[src/motion_pkg.sv]
// shared widths, types, timing and gain constants for the line follower motion controller
// every design and testbench file picks these up by scoped name
package motion_pkg;

	// ==================================================
	// data types
	// ==================================================
	typedef logic [11:0]        res_t;     // raw A2D reading
	typedef logic [2:0]         chnnl_t;   // A2D mux address
	typedef logic signed [15:0] accum_t;   // weighted sum of one round
	typedef logic signed [11:0] term_t;    // error, integral, terms, fwd, mixed motor
	typedef logic signed [10:0] motor_t;   // motor command as driven out

	// scan sequencer states
	typedef enum logic [2:0] {
		SCAN_IDLE,
		SCAN_SETTLE,    // pair settle wait
		SCAN_CNV_RHT,
		SCAN_GAP,       // short wait between sides
		SCAN_CNV_LFT,
		SCAN_DONE
	} scan_state_t;

	// ==================================================
	// timing
	// ==================================================
	localparam int SETTLE_CYCLES = 4096;        // pair start to right strt_cnv
	localparam int GAP_CYCLES    = 32;          // right cnv_cmplt to left strt_cnv
	localparam logic [7:0] IR_DUTY = 8'h8C;     // emitter on time out of 256

	// A2D channel per scan slot, right/left for inner, middle, outer
	localparam chnnl_t CHNNL_ORDER [0:5] = '{3'd1, 3'd0, 3'd4, 3'd2, 3'd3, 3'd7};

	// ==================================================
	// loop gains
	// ==================================================
	localparam logic signed [15:0] PTERM = 16'sd13952;   // 0x3680
	localparam int P_SHIFT      = 13;
	localparam logic signed [15:0] ITERM = 16'sd1280;    // 0x500
	localparam int I_SHIFT      = 12;
	localparam int INTGRL_SHIFT = 4;                     // error scaling into the integral
	localparam term_t FWD_MAX   = 12'sd1792;             // forward ramp ceiling

	localparam term_t TERM_MAX = 12'sh7FF;
	localparam term_t TERM_MIN = 12'sh800;

	// clip any wide signed result into the 12 bit term range
	function automatic term_t sat_term(input logic signed [31:0] val);
		if (val > TERM_MAX)
			return TERM_MAX;
		else if (val < TERM_MIN)
			return TERM_MIN;
		else
			return val[11:0];
	endfunction

endpackage
[src/ctrl_if.sv]
`timescale 1ns/1ps
// internal bus from the sensor scan to the P and I paths and on to the motor mixer
// each valid is a single cycle pulse, data holds until the next one
interface ctrl_if;

	motion_pkg::term_t error;    // saturated weighted line error
	logic              err_valid;
	motion_pkg::term_t pcomp;    // proportional term
	logic              p_valid;
	motion_pkg::term_t icomp;    // integral term
	logic              i_valid;

	modport scan (
		output error, err_valid
	);

	modport prop (
		input  error, err_valid,
		output pcomp, p_valid
	);

	modport intgrl (
		input  error, err_valid,
		output icomp, i_valid
	);

	// mixer fires on i_valid, pcomp is already stable one cycle earlier
	modport mixer (
		input pcomp, icomp, i_valid
	);

endinterface

[src/motion_cntrl.sv]
`timescale 1ns/1ps
// motion controller top: sensor scan feeding parallel P and I paths and the motor mixer
module motion_cntrl (
	input  logic               clk,
	input  logic               rst_n,
	input  logic               go,          // run request from the command side
	input  logic               cnv_cmplt,   // A2D result ready
	input  motion_pkg::res_t   res,
	output logic               ir_in_en,
	output logic               ir_mid_en,
	output logic               ir_out_en,
	output logic               strt_cnv,
	output motion_pkg::chnnl_t chnnl,
	output motion_pkg::motor_t lft,
	output motion_pkg::motor_t rht
);

	ctrl_if ctrl_bus ();   // error and term results between the blocks

	ir_scan ir_scan_i (
		.clk       (clk),
		.rst_n     (rst_n),
		.go        (go),
		.cnv_cmplt (cnv_cmplt),
		.res       (res),
		.ir_in_en  (ir_in_en),
		.ir_mid_en (ir_mid_en),
		.ir_out_en (ir_out_en),
		.strt_cnv  (strt_cnv),
		.chnnl     (chnnl),
		.ctrl      (ctrl_bus.scan)
	);

	prop_path prop_path_i (
		.clk   (clk),
		.rst_n (rst_n),
		.ctrl  (ctrl_bus.prop)
	);

	intgrl_path intgrl_path_i (
		.clk   (clk),
		.rst_n (rst_n),
		.ctrl  (ctrl_bus.intgrl)
	);

	motor_mixer motor_mixer_i (
		.clk   (clk),
		.rst_n (rst_n),
		.go    (go),
		.ctrl  (ctrl_bus.mixer),
		.lft   (lft),
		.rht   (rht)
	);

endmodule

[src/motor_mixer.sv]
`timescale 1ns/1ps
// forward speed ramp and P/I mix into signed left and right motor commands
// outputs update one cycle after i_valid and read zero while go is low
module motor_mixer (
	input  logic               clk,
	input  logic               rst_n,
	input  logic               go,
	ctrl_if.mixer              ctrl,
	output motion_pkg::motor_t lft,
	output motion_pkg::motor_t rht
);

	motion_pkg::term_t  fwd;        // forward speed, one step per round
	motion_pkg::term_t  fwd_nxt;
	motion_pkg::term_t  lft_reg;
	motion_pkg::term_t  rht_reg;
	logic signed [31:0] fwd_ext;
	logic signed [31:0] p_ext;
	logic signed [31:0] i_ext;
	logic signed [31:0] lft_sum;
	logic signed [31:0] rht_sum;

	assign fwd_nxt = (fwd < motion_pkg::FWD_MAX) ? fwd + 12'sd1 : fwd;   // hold at ceiling

	assign fwd_ext = fwd_nxt;
	assign p_ext   = ctrl.pcomp;
	assign i_ext   = ctrl.icomp;
	assign rht_sum = fwd_ext - p_ext - i_ext;   // positive error steers right wheel down
	assign lft_sum = fwd_ext + p_ext + i_ext;

	// ==================================================
	// ramp and output registers
	// ==================================================
	always_ff @(posedge clk or negedge rst_n) begin
		if (!rst_n) begin
			fwd     <= '0;
			lft_reg <= '0;
			rht_reg <= '0;
		end else if (!go) begin
			fwd     <= '0;   // restart the ramp from standstill
			lft_reg <= '0;
			rht_reg <= '0;
		end else if (ctrl.i_valid) begin
			fwd     <= fwd_nxt;
			lft_reg <= motion_pkg::sat_term(lft_sum);
			rht_reg <= motion_pkg::sat_term(rht_sum);
		end
	end

	// drop the lsb, motor drive takes 11 bits
	assign lft = lft_reg[11:1];
	assign rht = rht_reg[11:1];

	a_stop_zero : assert property (@(posedge clk) disable iff (!rst_n)
		!go |=> (lft == '0 && rht == '0));

endmodule

[src/intgrl_path.sv]
`timescale 1ns/1ps
// integral path: the integral moves on every fourth error, icomp follows every round
// i_valid lands two cycles after err_valid
module intgrl_path (
	input logic     clk,
	input logic     rst_n,
	ctrl_if.intgrl  ctrl
);

	logic [1:0]         rnd_cnt;    // only reset clears it, survives go drops
	logic               i_pend;     // integral settled, icomp due
	motion_pkg::term_t  intgrl;
	logic signed [31:0] err_ext;
	logic signed [31:0] intgrl_ext;
	logic signed [31:0] intgrl_sum;
	logic signed [31:0] i_prod;
	logic signed [31:0] i_scl;

	assign err_ext    = ctrl.error;
	assign intgrl_ext = intgrl;
	assign intgrl_sum = intgrl_ext + (err_ext >>> motion_pkg::INTGRL_SHIFT);

	assign i_prod = intgrl_ext * motion_pkg::ITERM;   // uses the already updated integral
	assign i_scl  = i_prod >>> motion_pkg::I_SHIFT;

	// ==================================================
	// decimated integral
	// ==================================================
	always_ff @(posedge clk or negedge rst_n) begin
		if (!rst_n) begin
			rnd_cnt      <= '0;
			intgrl       <= '0;
			i_pend       <= 1'b0;
			ctrl.i_valid <= 1'b0;
		end else begin
			i_pend       <= ctrl.err_valid;
			ctrl.i_valid <= i_pend;
			if (ctrl.err_valid) begin
				rnd_cnt <= rnd_cnt + 2'd1;
				if (&rnd_cnt)   // fourth round
					intgrl <= motion_pkg::sat_term(intgrl_sum);
			end
		end
	end

	// icomp only changes together with i_valid
	always_ff @(posedge clk) begin
		if (i_pend)
			ctrl.icomp <= motion_pkg::sat_term(i_scl);
	end

endmodule

[src/prop_path.sv]
`timescale 1ns/1ps
// proportional term: error times PTERM, scaled down and clipped to the term range
// result and p_valid come one cycle after err_valid
module prop_path (
	input logic   clk,
	input logic   rst_n,
	ctrl_if.prop  ctrl
);

	logic signed [31:0] err_ext;
	logic signed [31:0] p_prod;
	logic signed [31:0] p_scl;

	assign err_ext = ctrl.error;                           // sign extend
	assign p_prod  = err_ext * motion_pkg::PTERM;           // at most ~28.6M, fits easily
	assign p_scl   = p_prod >>> motion_pkg::P_SHIFT;

	always_ff @(posedge clk or negedge rst_n) begin
		if (!rst_n)
			ctrl.p_valid <= 1'b0;
		else
			ctrl.p_valid <= ctrl.err_valid;
	end

	// term register, loaded only on a fresh error
	always_ff @(posedge clk) begin
		if (ctrl.err_valid)
			ctrl.pcomp <= motion_pkg::sat_term(p_scl);
	end

	// pcomp arrives one cycle after err_valid and keeps the sign of the error
	a_p_follows : assert property (@(posedge clk) disable iff (!rst_n)
		ctrl.p_valid == $past(ctrl.err_valid) &&
		(!ctrl.p_valid || ctrl.pcomp[11] == $past(ctrl.error[11])));

endmodule

[src/ir_scan.sv]
`timescale 1ns/1ps
// IR sensor scan: six A2D conversions per round with PWM gated emitters
// accumulates the weighted readings and hands the saturated error to the term paths
module ir_scan (
	input  logic               clk,
	input  logic               rst_n,
	input  logic               go,
	input  logic               cnv_cmplt,
	input  motion_pkg::res_t   res,
	output logic               ir_in_en,
	output logic               ir_mid_en,
	output logic               ir_out_en,
	output logic               strt_cnv,
	output motion_pkg::chnnl_t chnnl,
	ctrl_if.scan               ctrl
);

	motion_pkg::scan_state_t state;
	logic [12:0]        timer;       // settle / gap wait
	logic [2:0]         slot;        // 0..5, even right, odd left
	logic [7:0]         pwm_cnt;     // free running emitter PWM
	logic               pwm;
	logic               rnd_start;
	logic               cnv_sample;  // a conversion result is taken this cycle
	logic               last_slot;
	motion_pkg::accum_t accum;
	motion_pkg::accum_t weighted;
	motion_pkg::accum_t accum_nxt;

	// ==================================================
	// emitter PWM and pair enables
	// ==================================================
	always_ff @(posedge clk or negedge rst_n) begin
		if (!rst_n)
			pwm_cnt <= '0;
		else
			pwm_cnt <= pwm_cnt + 8'd1;
	end

	assign pwm = (pwm_cnt < motion_pkg::IR_DUTY);

	// slot[2:1] names the pair, slot 6 after a round owns no pair
	assign ir_in_en  = go && pwm && (slot[2:1] == 2'd0);
	assign ir_mid_en = go && pwm && (slot[2:1] == 2'd1);
	assign ir_out_en = go && pwm && (slot[2:1] == 2'd2);

	assign chnnl = (slot < 3'd6) ? motion_pkg::CHNNL_ORDER[slot] : motion_pkg::CHNNL_ORDER[5];

	// ==================================================
	// sequencer
	// ==================================================
	assign rnd_start  = go && (state == motion_pkg::SCAN_IDLE || state == motion_pkg::SCAN_DONE);
	assign cnv_sample = go && cnv_cmplt &&
		(state == motion_pkg::SCAN_CNV_RHT || state == motion_pkg::SCAN_CNV_LFT);
	assign last_slot  = (slot == 3'd5);

	always_ff @(posedge clk or negedge rst_n) begin
		if (!rst_n) begin
			state          <= motion_pkg::SCAN_IDLE;
			timer          <= '0;
			slot           <= '0;
			strt_cnv       <= 1'b0;
			ctrl.err_valid <= 1'b0;
		end else begin
			strt_cnv       <= 1'b0;   // single cycle pulses
			ctrl.err_valid <= 1'b0;
			timer          <= timer + 13'd1;
			if (!go) begin
				state <= motion_pkg::SCAN_IDLE;   // abort, slot and accum are dropped at restart
			end else if (rnd_start) begin
				state <= motion_pkg::SCAN_SETTLE;
				timer <= '0;
				slot  <= '0;
			end else begin
				case (state)
					motion_pkg::SCAN_SETTLE:
						if (timer == 13'(motion_pkg::SETTLE_CYCLES - 1)) begin
							strt_cnv <= 1'b1;     // right side of the pair
							state    <= motion_pkg::SCAN_CNV_RHT;
						end
					motion_pkg::SCAN_CNV_RHT:
						if (cnv_cmplt) begin
							slot  <= slot + 3'd1;
							timer <= 13'd1;       // timer now counts cycles since cnv_cmplt
							state <= motion_pkg::SCAN_GAP;
						end
					motion_pkg::SCAN_GAP:
						if (timer == 13'(motion_pkg::GAP_CYCLES - 1)) begin
							strt_cnv <= 1'b1;     // left side
							state    <= motion_pkg::SCAN_CNV_LFT;
						end
					motion_pkg::SCAN_CNV_LFT:
						if (cnv_cmplt) begin
							slot  <= slot + 3'd1;
							timer <= '0;
							if (last_slot) begin
								ctrl.err_valid <= 1'b1;
								state          <= motion_pkg::SCAN_DONE;
							end else begin
								state <= motion_pkg::SCAN_SETTLE;   // next pair
							end
						end
					default:
						state <= motion_pkg::SCAN_IDLE;
				endcase
			end
		end
	end

	// ==================================================
	// weighted error
	// ==================================================
	// weights 1/2/4 for inner/middle/outer come straight from the pair index
	assign weighted  = motion_pkg::accum_t'({4'd0, res}) << slot[2:1];
	assign accum_nxt = slot[0] ? (accum - weighted) : (accum + weighted);  // left subtracts

	always_ff @(posedge clk) begin
		if (rnd_start)
			accum <= '0;
		else if (cnv_sample)
			accum <= accum_nxt;
		if (cnv_sample && last_slot)
			ctrl.error <= motion_pkg::sat_term(accum_nxt);   // lines up with err_valid
	end

	a_strt_single : assert property (@(posedge clk) disable iff (!rst_n)
		strt_cnv |=> !strt_cnv);

	a_one_pair : assert property (@(posedge clk) disable iff (!rst_n)
		$onehot0({ir_in_en, ir_mid_en, ir_out_en}));

endmodule

[config.mk]
export PLATFORM = sky130hd
export DESIGN_NAME = motion_cntrl
export DESIGN_NICKNAME = d
export VERILOG_FILES = /design/src/motion_pkg.sv /design/src/ctrl_if.sv /design/src/motion_cntrl.sv /design/src/motor_mixer.sv /design/src/intgrl_path.sv /design/src/prop_path.sv /design/src/ir_scan.sv
export SDC_FILE = /design/constraint.sdc
export NUM_CORES = 1
export LEC_CHECK = 0
export BUFFER_PORTS_ARGS = -buffer_cell sky130_fd_sc_hd__clkbuf_2
export CAP_MARGIN = 0
export CORE_MARGIN = 2
export CORE_UTILIZATION = 45
export CTS_BUF_LIST = sky130_fd_sc_hd__clkbuf_8
export CTS_CLUSTER_DIAMETER = 100
export DETAILED_ROUTE_END_ITERATION = 7
export HOLD_SLACK_MARGIN = 0.03
export PLACE_DENSITY = 0.59
export SKIP_CTS_REPAIR_TIMING = 1
export SLEW_MARGIN = 20
export SYNTH_ARGS = -nofsm -noshare
export SYNTH_HDL_FRONTEND = slang
export SYNTH_SLANG_ARGS = --single-unit
[constraint.sdc]
create_clock -name clk -period 7.1 [get_ports clk]
set_input_delay 0.71 -clock clk [delete_from_list [all_inputs] [get_ports clk]]
set_output_delay 0.71 -clock clk [all_outputs]
set_load 0.02 [all_outputs]
---- Word level (Yosys, flattened, before mapping) ----
Memories as Yosys holds them, arrays and structs flattened.
Index checks and enable logic that the tools add are counted.
cells by class
  eq/ne operators ......................... 15
  add/sub/neg operators ................... 12
  $lt $le $gt $ge ......................... 16
  bitwise gates (word level) .............. 1
  multiply operators ...................... 2
  multiplexer cells ....................... 46
  shift-type cells ........................ 1
  reduce and logical (&&, ||, !) cells .... 18
operators by type and width
  cell                   count
  $mux 12                16
  $gt 32x12->1 const B   3
  $lt 32x12->1 const B   3
  $mux 13                4
  $mux 3                 13
  $pmux 13 s2            1
  $lt 12x12->1 const B   2
  $mul 12x8->20 const B  1
  $add 16x16->16         1
  $gt 16x12->1 const B   1
  $lt 16x12->1 const B   1
  $mul 12x4->16 const B  1
  $mux 16                1
  $shl 12x2->16          1
  $sub 16x16->16         1
  $add 13x12->14         1
  $gt 14x12->1 const B   1
  $lt 14x12->1 const B   1
  $sub 13x12->14         1
  $add 12x12->13         1
  $add 12x8->13          1
  $add 13x1->13 const B  1
  $eq 13x12->1 const B   1
  $eq 13x5->1 const B    1
  other kinds (29)       52
storage, ports and cells
  bits in read-only memories .............. 24
  register bits after elaboration ......... 133
  memories kept ........................... 1
memories
  memory           depth  width  rd ports  clocked after Yosys merged registers in  write ports  RTL line       text
  (no name shown)  8      3      1         0                                        0            ir_scan.sv:47  assign chnnl = (slot < 3'd6) ? motion_pkg::CHNNL_ORDER[slot] : motion_pkg::CHNNL_ORDER[5];

---- Longest topological paths before layout ----
Gate-level depths: netlist (run 1).
  depth after elaboration ................. 9
  gate-level depth with buffers ........... 20
  mapped depth without buffers ............ 17

---- Cells and area by module ----
From an unflattened synthesis (run 1), not the netlist that was laid out.
second synthesis, totals
  cell total of the unflattened synthesis .. 1,364
  area total of the unflattened synthesis .. 12,374.4 um2
by module, submodules not included
  module       instances  cells an instance  area an instance (um2)
  ir_scan      1          427                3,829.9
  motor_mixer  1          431                3,688.5
  prop_path    1          290                2,713.9
  intgrl_path  1          216                2,142.1

---- Worst setup path before layout (run 1) ----
Ideal clock, no wire load.
  path kind ............................... register to register
  from .................................... reg ir_scan_i.ctrl.error[5]
  to ...................................... reg prop_path_i.ctrl.pcomp[10], data pin
  data required time ...................... 6.828 ns
  setup time .............................. 0.272 ns
  arrival ................................. 4.348 ns
  setup slack ............................. 2.480 ns
  cell stages (with the launch flop) ...... 17
  cells stage by stage .................... edfxtp_1 -> ha_1 -> fa_1 -> fa_1 -> inv_1 -> fa_1 -> inv_1 -> ha_1 -> a21oi_1 -> o21ai_0 -> a22oi_1 -> a211oi_1 -> nor3_1 -> xnor2_1 -> a21oi_1 -> clkbuf_1 -> o21ai_0
on the way
  longest elaborated chain between the ends .. 3
  elaborated cells between the ends (all ways) .. 4
ends and longest elaborated chain
  element                   RTL line          text
  start: declaration        ctrl_if.sv:14     output error, err_valid
  start signal: assignment  ir_scan.sv:123    ctrl.error <= motion_pkg::sat_term(accum_nxt);
  $mul 12x8->20 (*)         prop_path.sv:15   assign p_prod = err_ext * motion_pkg::PTERM;
  $lt 14x12->1              motion_pkg.sv:51  else if (val < TERM_MIN)
  $mux 12                   motion_pkg.sv:51
  end signal: assignment    prop_path.sv:28   ctrl.pcomp <= motion_pkg::sat_term(p_scl);
  end: declaration          ctrl_if.sv:19     output pcomp, p_valid
Every way passes the cells marked *; elsewhere a longest branch is shown, timed or not.
A chain may end at the register's enable or synchronous reset.

---- Final worst setup path (run 1) ----
  from .................................... reg ir_scan_i.slot[2]
  to ...................................... reg ir_scan_i.ctrl.error[4], data pin
on the way
  longest elaborated chain between the ends .. 5
  elaborated cells between the ends (all ways) .. 7
ends and longest elaborated chain
  element                                                  RTL line          text
  start: declaration                                       ir_scan.sv:20     logic [2:0] slot;
  start signal: assignment                                 ir_scan.sv:83     slot <= slot + 3'd1;
  start signal: assignment                                 ir_scan.sv:94     slot <= slot + 3'd1;
  $shl 12x2->16 (*)                                        ir_scan.sv:114    assign weighted = motion_pkg::accum_t'({4'd0, res}) << slot[2:1];
  $add 16x16->16 / $sub 16x16->16 (equally long branches)  ir_scan.sv:115    assign accum_nxt = slot[0] ? (accum - weighted) : (accum + weighted);
  $mux 16 (*)                                              ir_scan.sv:115
  $lt 16x12->1                                             motion_pkg.sv:51
  $mux 12                                                  motion_pkg.sv:51
Marks and branches as above.

==> results.sh, run 1 <==
export IMPL_crit_start="ir_scan_i.slot[2]"
export IMPL_power_density_nw_per_um2=123
export IMPL_setup_tns_ps=0
export IMPL_die_x_um=166
export IMPL_ys_types=72
export IMPL_place_congestion=0.868
export IMPL_synthesis_nets=1484
export IMPL_hpwl_mm=20.2
export IMPL_cp_required_ps=7270
export IMPL_r2r_slack_ps=1710
export IMPL_grt_usage=0.191
export IMPL_overflow=0
export IMPL_routed_wl_mm=25.5
export IMPL_layout_min_cycle_time_ps=5390
export IMPL_clkTransAtPathRegs_ps=90
export IMPL_max_freq_mhz=185
export IMPL_first_pass_iters=5
export IMPL_drtAntennaViolNets=0
export IMPL_root_buffer="clkbuf_8"
export IMPL_num_fill_cells=2466
export IMPL_status="complete, no violations"
export IMPL_r2r_start="ir_scan_i.slot[2]"
export IMPL_clock_latency_ps=470
export IMPL_multi_input_area_sq_um=7610
export IMPL_worstMarginPinSlew_ps=1030
export IMPL_p_leak_nw=6.13
export IMPL_cts_buffers=17
export IMPL_final_cells=1659
export IMPL_synth_top_area_frac=0.168
export IMPL_worstReg2RegEnd="ir_scan_i.ctrl.error[4]"
export IMPL_h_tree_depth=4
export IMPL_largestRegisters="ir_scan_i.accum (16), ir_scan_i.timer (13)"
export IMPL_synth_area_per_cell_sq_um=9.19
export IMPL_vias=8880
export IMPL_flow_area_growth_from_synthesis_pct=7.86
export IMPL_skew_ps=17.0
export IMPL_synthArstFlopShare=0.603
export IMPL_ys_ff_latch=131
export IMPL_vias_per_cell=5.35
export IMPL_synthSimpleGateAreaFrac=0.136
export IMPL_cp_max_fo=26
export IMPL_top_register="ir_scan_i.accum"
export IMPL_start_util=0.455
export IMPL_syn_inst=1280
export IMPL_wire_per_inst_um=15.4
export IMPL_synth_top_family_by_area="adder cells"
export IMPL_dp_cells=1627
export IMPL_drv_slew=0
export IMPL_setup_viol=0
export IMPL_ir_drop_uv=77.1
export IMPL_hold_slack_ps=102
export IMPL_synth_compound_area_share=0.167
export IMPL_drive_gt1_frac=0.0801
export IMPL_num_io_pins=45
export IMPL_die_h_um=166
export IMPL_drv_cap=0
export IMPL_synth_top_flop_cell="dfrtp_1"
export IMPL_synth_edff_count=36
export IMPL_largest_reg_flops=16
export IMPL_cts_tree="done"
export IMPL_syn_cell_area_sq_um=11800
export IMPL_clockBufferDepth=2
export IMPL_io_buffers=44
export IMPL_dr_first_iter_drc_count=438
export IMPL_synthAdderAreaFrac=0.234
export IMPL_coreArea_sq_um=25800
export IMPL_grt_pass1_wl_mm=43.5
export IMPL_die_area_sq_um=27400
export IMPL_yosys_area_top_type="dfrtp_1"
export IMPL_yosys_area_share_xor_xnor=0.0856
export IMPL_cp_arrival_ps=5560
export IMPL_drc=0
export IMPL_seq_area_sq_um=3380
export IMPL_grt_setup_unrepaired="false"
export IMPL_fin_util=0.491
export IMPL_path_class="flop to flop"
export IMPL_finalHoldViolations=0
export IMPL_synth_area_top_cells="dfrtp_1 (17%), ha_1 (14%), edfxtp_1 (9.2%)"
export IMPL_ys_seq_area_frac=0.287
export IMPL_max_slew_margin=0.312
export IMPL_yosysWarnings=0
export IMPL_nets=1515
export IMPL_antenna_found_initial=0
export IMPL_reg2regPathDepth=15
export IMPL_fin_crit_sh=0.760
export IMPL_end_kind="flop"
export IMPL_crit_path_start_kind="flop"
export IMPL_hold_class="input port to async pin"
export IMPL_grt_pass1_vias=8761
export IMPL_cts_sinks=131
export IMPL_p_total_mw=1.56
export IMPL_rows=59
export IMPL_grt_max_degree=62
export IMPL_antenna_cells=0
export IMPL_muxShareOfSynthArea=0.0233
## synthesized netlist by cell type (all sizes together) (10+ instances only)
cell type,number
xor2,54
nor2,71
nand4,14
o21ai,85
edfxtp,36
nor2b,16
a31oi,11
nand2b,12
nand2,100
xnor2,61
fa,53
a21oi,66
mux2i,15
clkbuf,27
dfrtp,79
nor3,21
a21o,17
ha,135
o31ai,10
and2,16
a211oi,10
inv,170
nand3,29
dfxtp,16
and3,12
o211ai,11
a221o,11
## layer usage
layer,up-vias,track usage,part of all wire
li1,4504,-,-
met1,4198,0.255,0.47
met2,139,0.321,0.48
met3,39,0.0268,0.028
met4,0,0.0647,0.024
met5,-,0,0
## through the flow
step | area, sq um | worst slack, ps
finish | 12700 | 1710
global route | 12700 | 1210
CTS | 12700 | 1730
detailed placement | 12300 | 1760
global placement | 12300 | 1950
floorplan | 11800 | 2480
## area by class of cell
type | instances | area share
clock inverters | 15 | 0.0131
well taps | 335 | 0.0330
repair buffers | 47 | 0.0193
inverters | 170 | 0.0503
multi-input cells | 944 | 0.600
clock buffers | 17 | 0.0184
flip-flops and latches | 131 | 0.266
## logic make-up (layout without fill, tap and decap cells)
family | count (synthesis) | count (layout)
XOR/XNOR | 115 | 115
AO/OA/AOI/OAI | 294 | 294
flip-flops | 131 | 131
buffers and inverters | 205 | 249
AND/OR/NAND/NOR | 324 | 324
adder cells (fa/ha/maj) | 188 | 188
multiplexers | 23 | 23
## cell usage in the layout, fill, tap and decap left out, types with 5 or more instances in the layout
cell type,instances
mux2i_1,15
o211ai_1,11
nor2b_1,15
o211a_1,5
nand4_1,14
a31oi_1,11
a221o_1,11
o311ai_0,8
o22ai_1,5
nand2_1,100
and3_1,12
nand3_1,29
fa_1,53
or3_1,6
nor3b_1,5
nor2_1,71
nand2b_1,12
inv_8,5
a21o_1,17
o21a_1,8
dfrtp_1,79
or2_2,5
inv_1,170
clkbuf_2,43
edfxtp_1,36
mux2_2,5
o31ai_1,10
o2111ai_1,5
a21oi_1,65
a22o_1,6
nor3_1,21
xnor2_1,61
xor2_1,54
o21bai_1,5
ha_1,135
dfxtp_1,16
clkbuf_8,17
o21ai_0,83
and2_1,16
a211oi_1,10
## how the worst max path moves through the flow
stage / endpoint / depth (start not counted)
2_1_floorplan: prop_path_i.ctrl.pcomp[10] / 16
3_3_place_gp: ir_scan_i.ctrl.error[1] / 15
3_5_place_dp: ir_scan_i.ctrl.error[4] / 15
4_1_cts: ir_scan_i.ctrl.error[4] / 15
5_1_grt: ir_scan_i.ctrl.error[4] / 15
6_report: ir_scan_i.ctrl.error[4] / 15
## critical path, stage by stage, from the launching register on
cell	delay, ps
dfrtp_1	920
mux4_2	640
nor2_1	120
nor4b_4	270
nor3b_1	290
nor2_1	80
xnor2_1	150
ha_1	360
a21oi_1	290
nand2_1	100
a21oi_1	300
a211oi_1	120
nand3b_1	210
and3_1	170
a211oi_1	850
o21ai_0	230
## power breakdown
part           switching (mW)  internal, mW  total, mW
combinational          0.0616        0.0368     0.0983
clock                   0.374         0.295      0.669
sequential            0.00925         0.780      0.790
total                   0.445          1.11       1.56
Note: power is estimated with default switching activity, not from simulation.
==> run 2, diff against run 1 <==
- PLACE_DENSITY: 0.59 -> 0.61
- clock period: 7.1 -> 4.8 ns (I/O delays scaled with it)
==> run 2 against run 1 <==
Against the previous run:
- utilization rose by 1.2 points
- maximum frequency is 19% higher
- combinational power is 48% higher
- sequential power up 48%
- non-clock buffer count grew 28
- sequential share of layout area shrank 0.65 points
- total power grew 55%
- wire length shrank 0.39%
- final area up 2.5%
- largest power group unchanged
==> results.sh, run 2 (synthesis gave the netlist of run 1 again) <==
export IMPL_clock_latency_ps=460
export IMPL_root_buffer="clkbuf_8"
export IMPL_grt_setup_unrepaired="false"
export IMPL_antenna_found_initial=0
export IMPL_hold_depth=3
export IMPL_mostFrequentLayoutCell="inv_1"
export IMPL_fin_ws_ps=284
export IMPL_cts_buffers=17
export IMPL_grt_pass1_wl_mm=42.9
export IMPL_reg2regPathDepth=19
export IMPL_p_leak_nw=6.30
export IMPL_final_cells=1687
export IMPL_cp_cell_sequence="ha_1 > xor2_1 > ha_1 > a21o_1 > fa_1 > inv_1 > fa_1 > inv_1 > ha_1 > a21oi_1 > o21ai_1 > a22oi_2 > buf_4 > a21oi_2 > a21oi_1 > xnor2_1 > a21oi_1 > buf_4 > o31ai_1"
export IMPL_fin_util=0.503
export IMPL_vias=9006
export IMPL_pwr_share_seq=0.485
export IMPL_worstMarginPinSlew_ps=958
export IMPL_start_util=0.455
export IMPL_coreArea_sq_um=25800
export IMPL_worstReg2RegEnd="prop_path_i.ctrl.pcomp[8]"
export IMPL_io_buffers=44
export IMPL_p_int_mw=1.79
export IMPL_dr_first_iter_drc_count=510
export IMPL_setup_viol=0
export IMPL_overflow=0
export IMPL_clockBufferDepth=2
export IMPL_grt_pass1_vias=8837
export IMPL_top_register="ir_scan_i.accum"
export IMPL_r2r_start="ir_scan_i.ctrl.error[1]"
export IMPL_routed_wl_mm=25.4
export IMPL_rows=59
export IMPL_drive_gt1_frac=0.105
export IMPL_largestRegisters="ir_scan_i.accum (16), ir_scan_i.timer (13)"
export IMPL_hold_slack_ps=361
export IMPL_hpwl_mm=20.1
export IMPL_finalHoldViolations=0
export IMPL_swShare=0.257
export IMPL_ir_drop_uv=140
export IMPL_die_x_um=166
export IMPL_drtAntennaViolNets=0
export IMPL_hold_class="input port to flop"
export IMPL_max_freq_mhz=221
export IMPL_grt_usage=0.188
export IMPL_flow_area_growth_from_synthesis_pct=10.6
export IMPL_drv_slew=0
export IMPL_path_class="flop to flop"
export IMPL_num_io_pins=45
export IMPL_dp_cells=1647
export IMPL_skew_ps=23.2
export IMPL_clkTransAtPathRegs_ps=80
export IMPL_die_h_um=166
export IMPL_min_from="cnv_cmplt"
export IMPL_wire_per_inst_um=15.1
export IMPL_clockPowerShare=0.455
export IMPL_holdPathEnd="ir_scan_i.ctrl.err_valid"
export IMPL_slowest_stage="fa_1"
export IMPL_r2r_slack_ps=280
export IMPL_status="complete, no violations"
export IMPL_power_density_nw_per_um2=185
export IMPL_die_area_sq_um=27400
export IMPL_cp_required_ps=5050
export IMPL_end_kind="flop"
export IMPL_nets=1543
export IMPL_comb_power_share=0.060
export IMPL_cp_arrival_ps=4770
export IMPL_largest_reg_flops=16
export IMPL_crit_path_start_kind="flop"
export IMPL_drv_cap=0
export IMPL_place_congestion=0.846
export IMPL_layout_min_cycle_time_ps=4520
export IMPL_pre_cts_ws_ps=-36.7
export IMPL_drc=0
export IMPL_cp_max_fo=11
export IMPL_first_pass_iters=4
export IMPL_final_cell_mix="inv_1 (170), ha_1 (135), nand2_1 (99), o21ai_0 (81), dfrtp_1 (79)"
export IMPL_antenna_cells=0
export IMPL_fin_crit_sh=0.941
export IMPL_p_sw_mw=0.618
export IMPL_cts_tree="done"
export IMPL_slowest_delay_ps=520
export IMPL_p_total_mw=2.41
export IMPL_cts_sinks=131
export IMPL_h_tree_depth=4
export IMPL_max_slew_margin=0.359
export IMPL_vias_per_cell=5.34
export IMPL_grt_max_degree=53
run 2: power groups by stage:
stage	sequential, mW	clock, mW	combinational, mW
after floorplan	1.19	0	0.0965
after global placement	1.19	0	0.144
after detailed placement	1.19	0	0.146
after CTS	1.17	1.13	0.147
after global routing	1.17	1.17	0.166
final	1.17	1.10	0.145
run 2: worst max-delay path: cells and delay by family, from the launching register on:
kind / cells / cell delay (ps)
compound gates: 8 / 1210
flops: 1 / 430
buf+inv: 4 / 420
xor+xnor: 2 / 330
fa+ha+maj: 5 / 1920
run 2: area by class of cell:
cell class / count / area, sq um
Clock buffer: 17 / 234
Clock inverter: 15 / 218
Sequential cell: 131 / 3380
Fill cell: 2454 / 12800
Tap cell: 335 / 419
Timing Repair Buffer: 75 / 458
Multi-Input combinational cell: 944 / 7660
Inverter: 170 / 638
run 2: stage by stage:
step / setup TNS, ps / cell area, sq um
2_1_floorplan: 0 / 11800
3_3_place_gp: 0 / 12400
3_5_place_dp: -36.7 / 12400
4_1_cts: -51.2 / 12900
5_1_grt: 0 / 13000
6_report: 0 / 13000
run 2: how the worst max path moves through the flow:
stage	startpoint	slack, ps	depth (start not counted)	end
final	ir_scan_i.ctrl.error[1]	280	19	prop_path_i.ctrl.pcomp[8]
after global routing	ir_scan_i.ctrl.error[5]	5	17	prop_path_i.ctrl.pcomp[8]
after CTS	ir_scan_i.ctrl.error[2]	-50	19	prop_path_i.ctrl.pcomp[9]
after detailed placement	ir_scan_i.ctrl.error[2]	-40	19	prop_path_i.ctrl.pcomp[9]
after global placement	ir_scan_i.ctrl.error[2]	210	19	prop_path_i.ctrl.pcomp[9]
after floorplan	ir_scan_i.ctrl.error[5]	180	16	prop_path_i.ctrl.pcomp[10]
run 2: per-layer routing:
metal  up-vias  global-route usage  share of wire
met2       122               0.330           0.49
met4         0              0.0609          0.025
met5         -                   0              0
met3        32              0.0306          0.026
met1      4290               0.237           0.46
li1       4562                   -              -
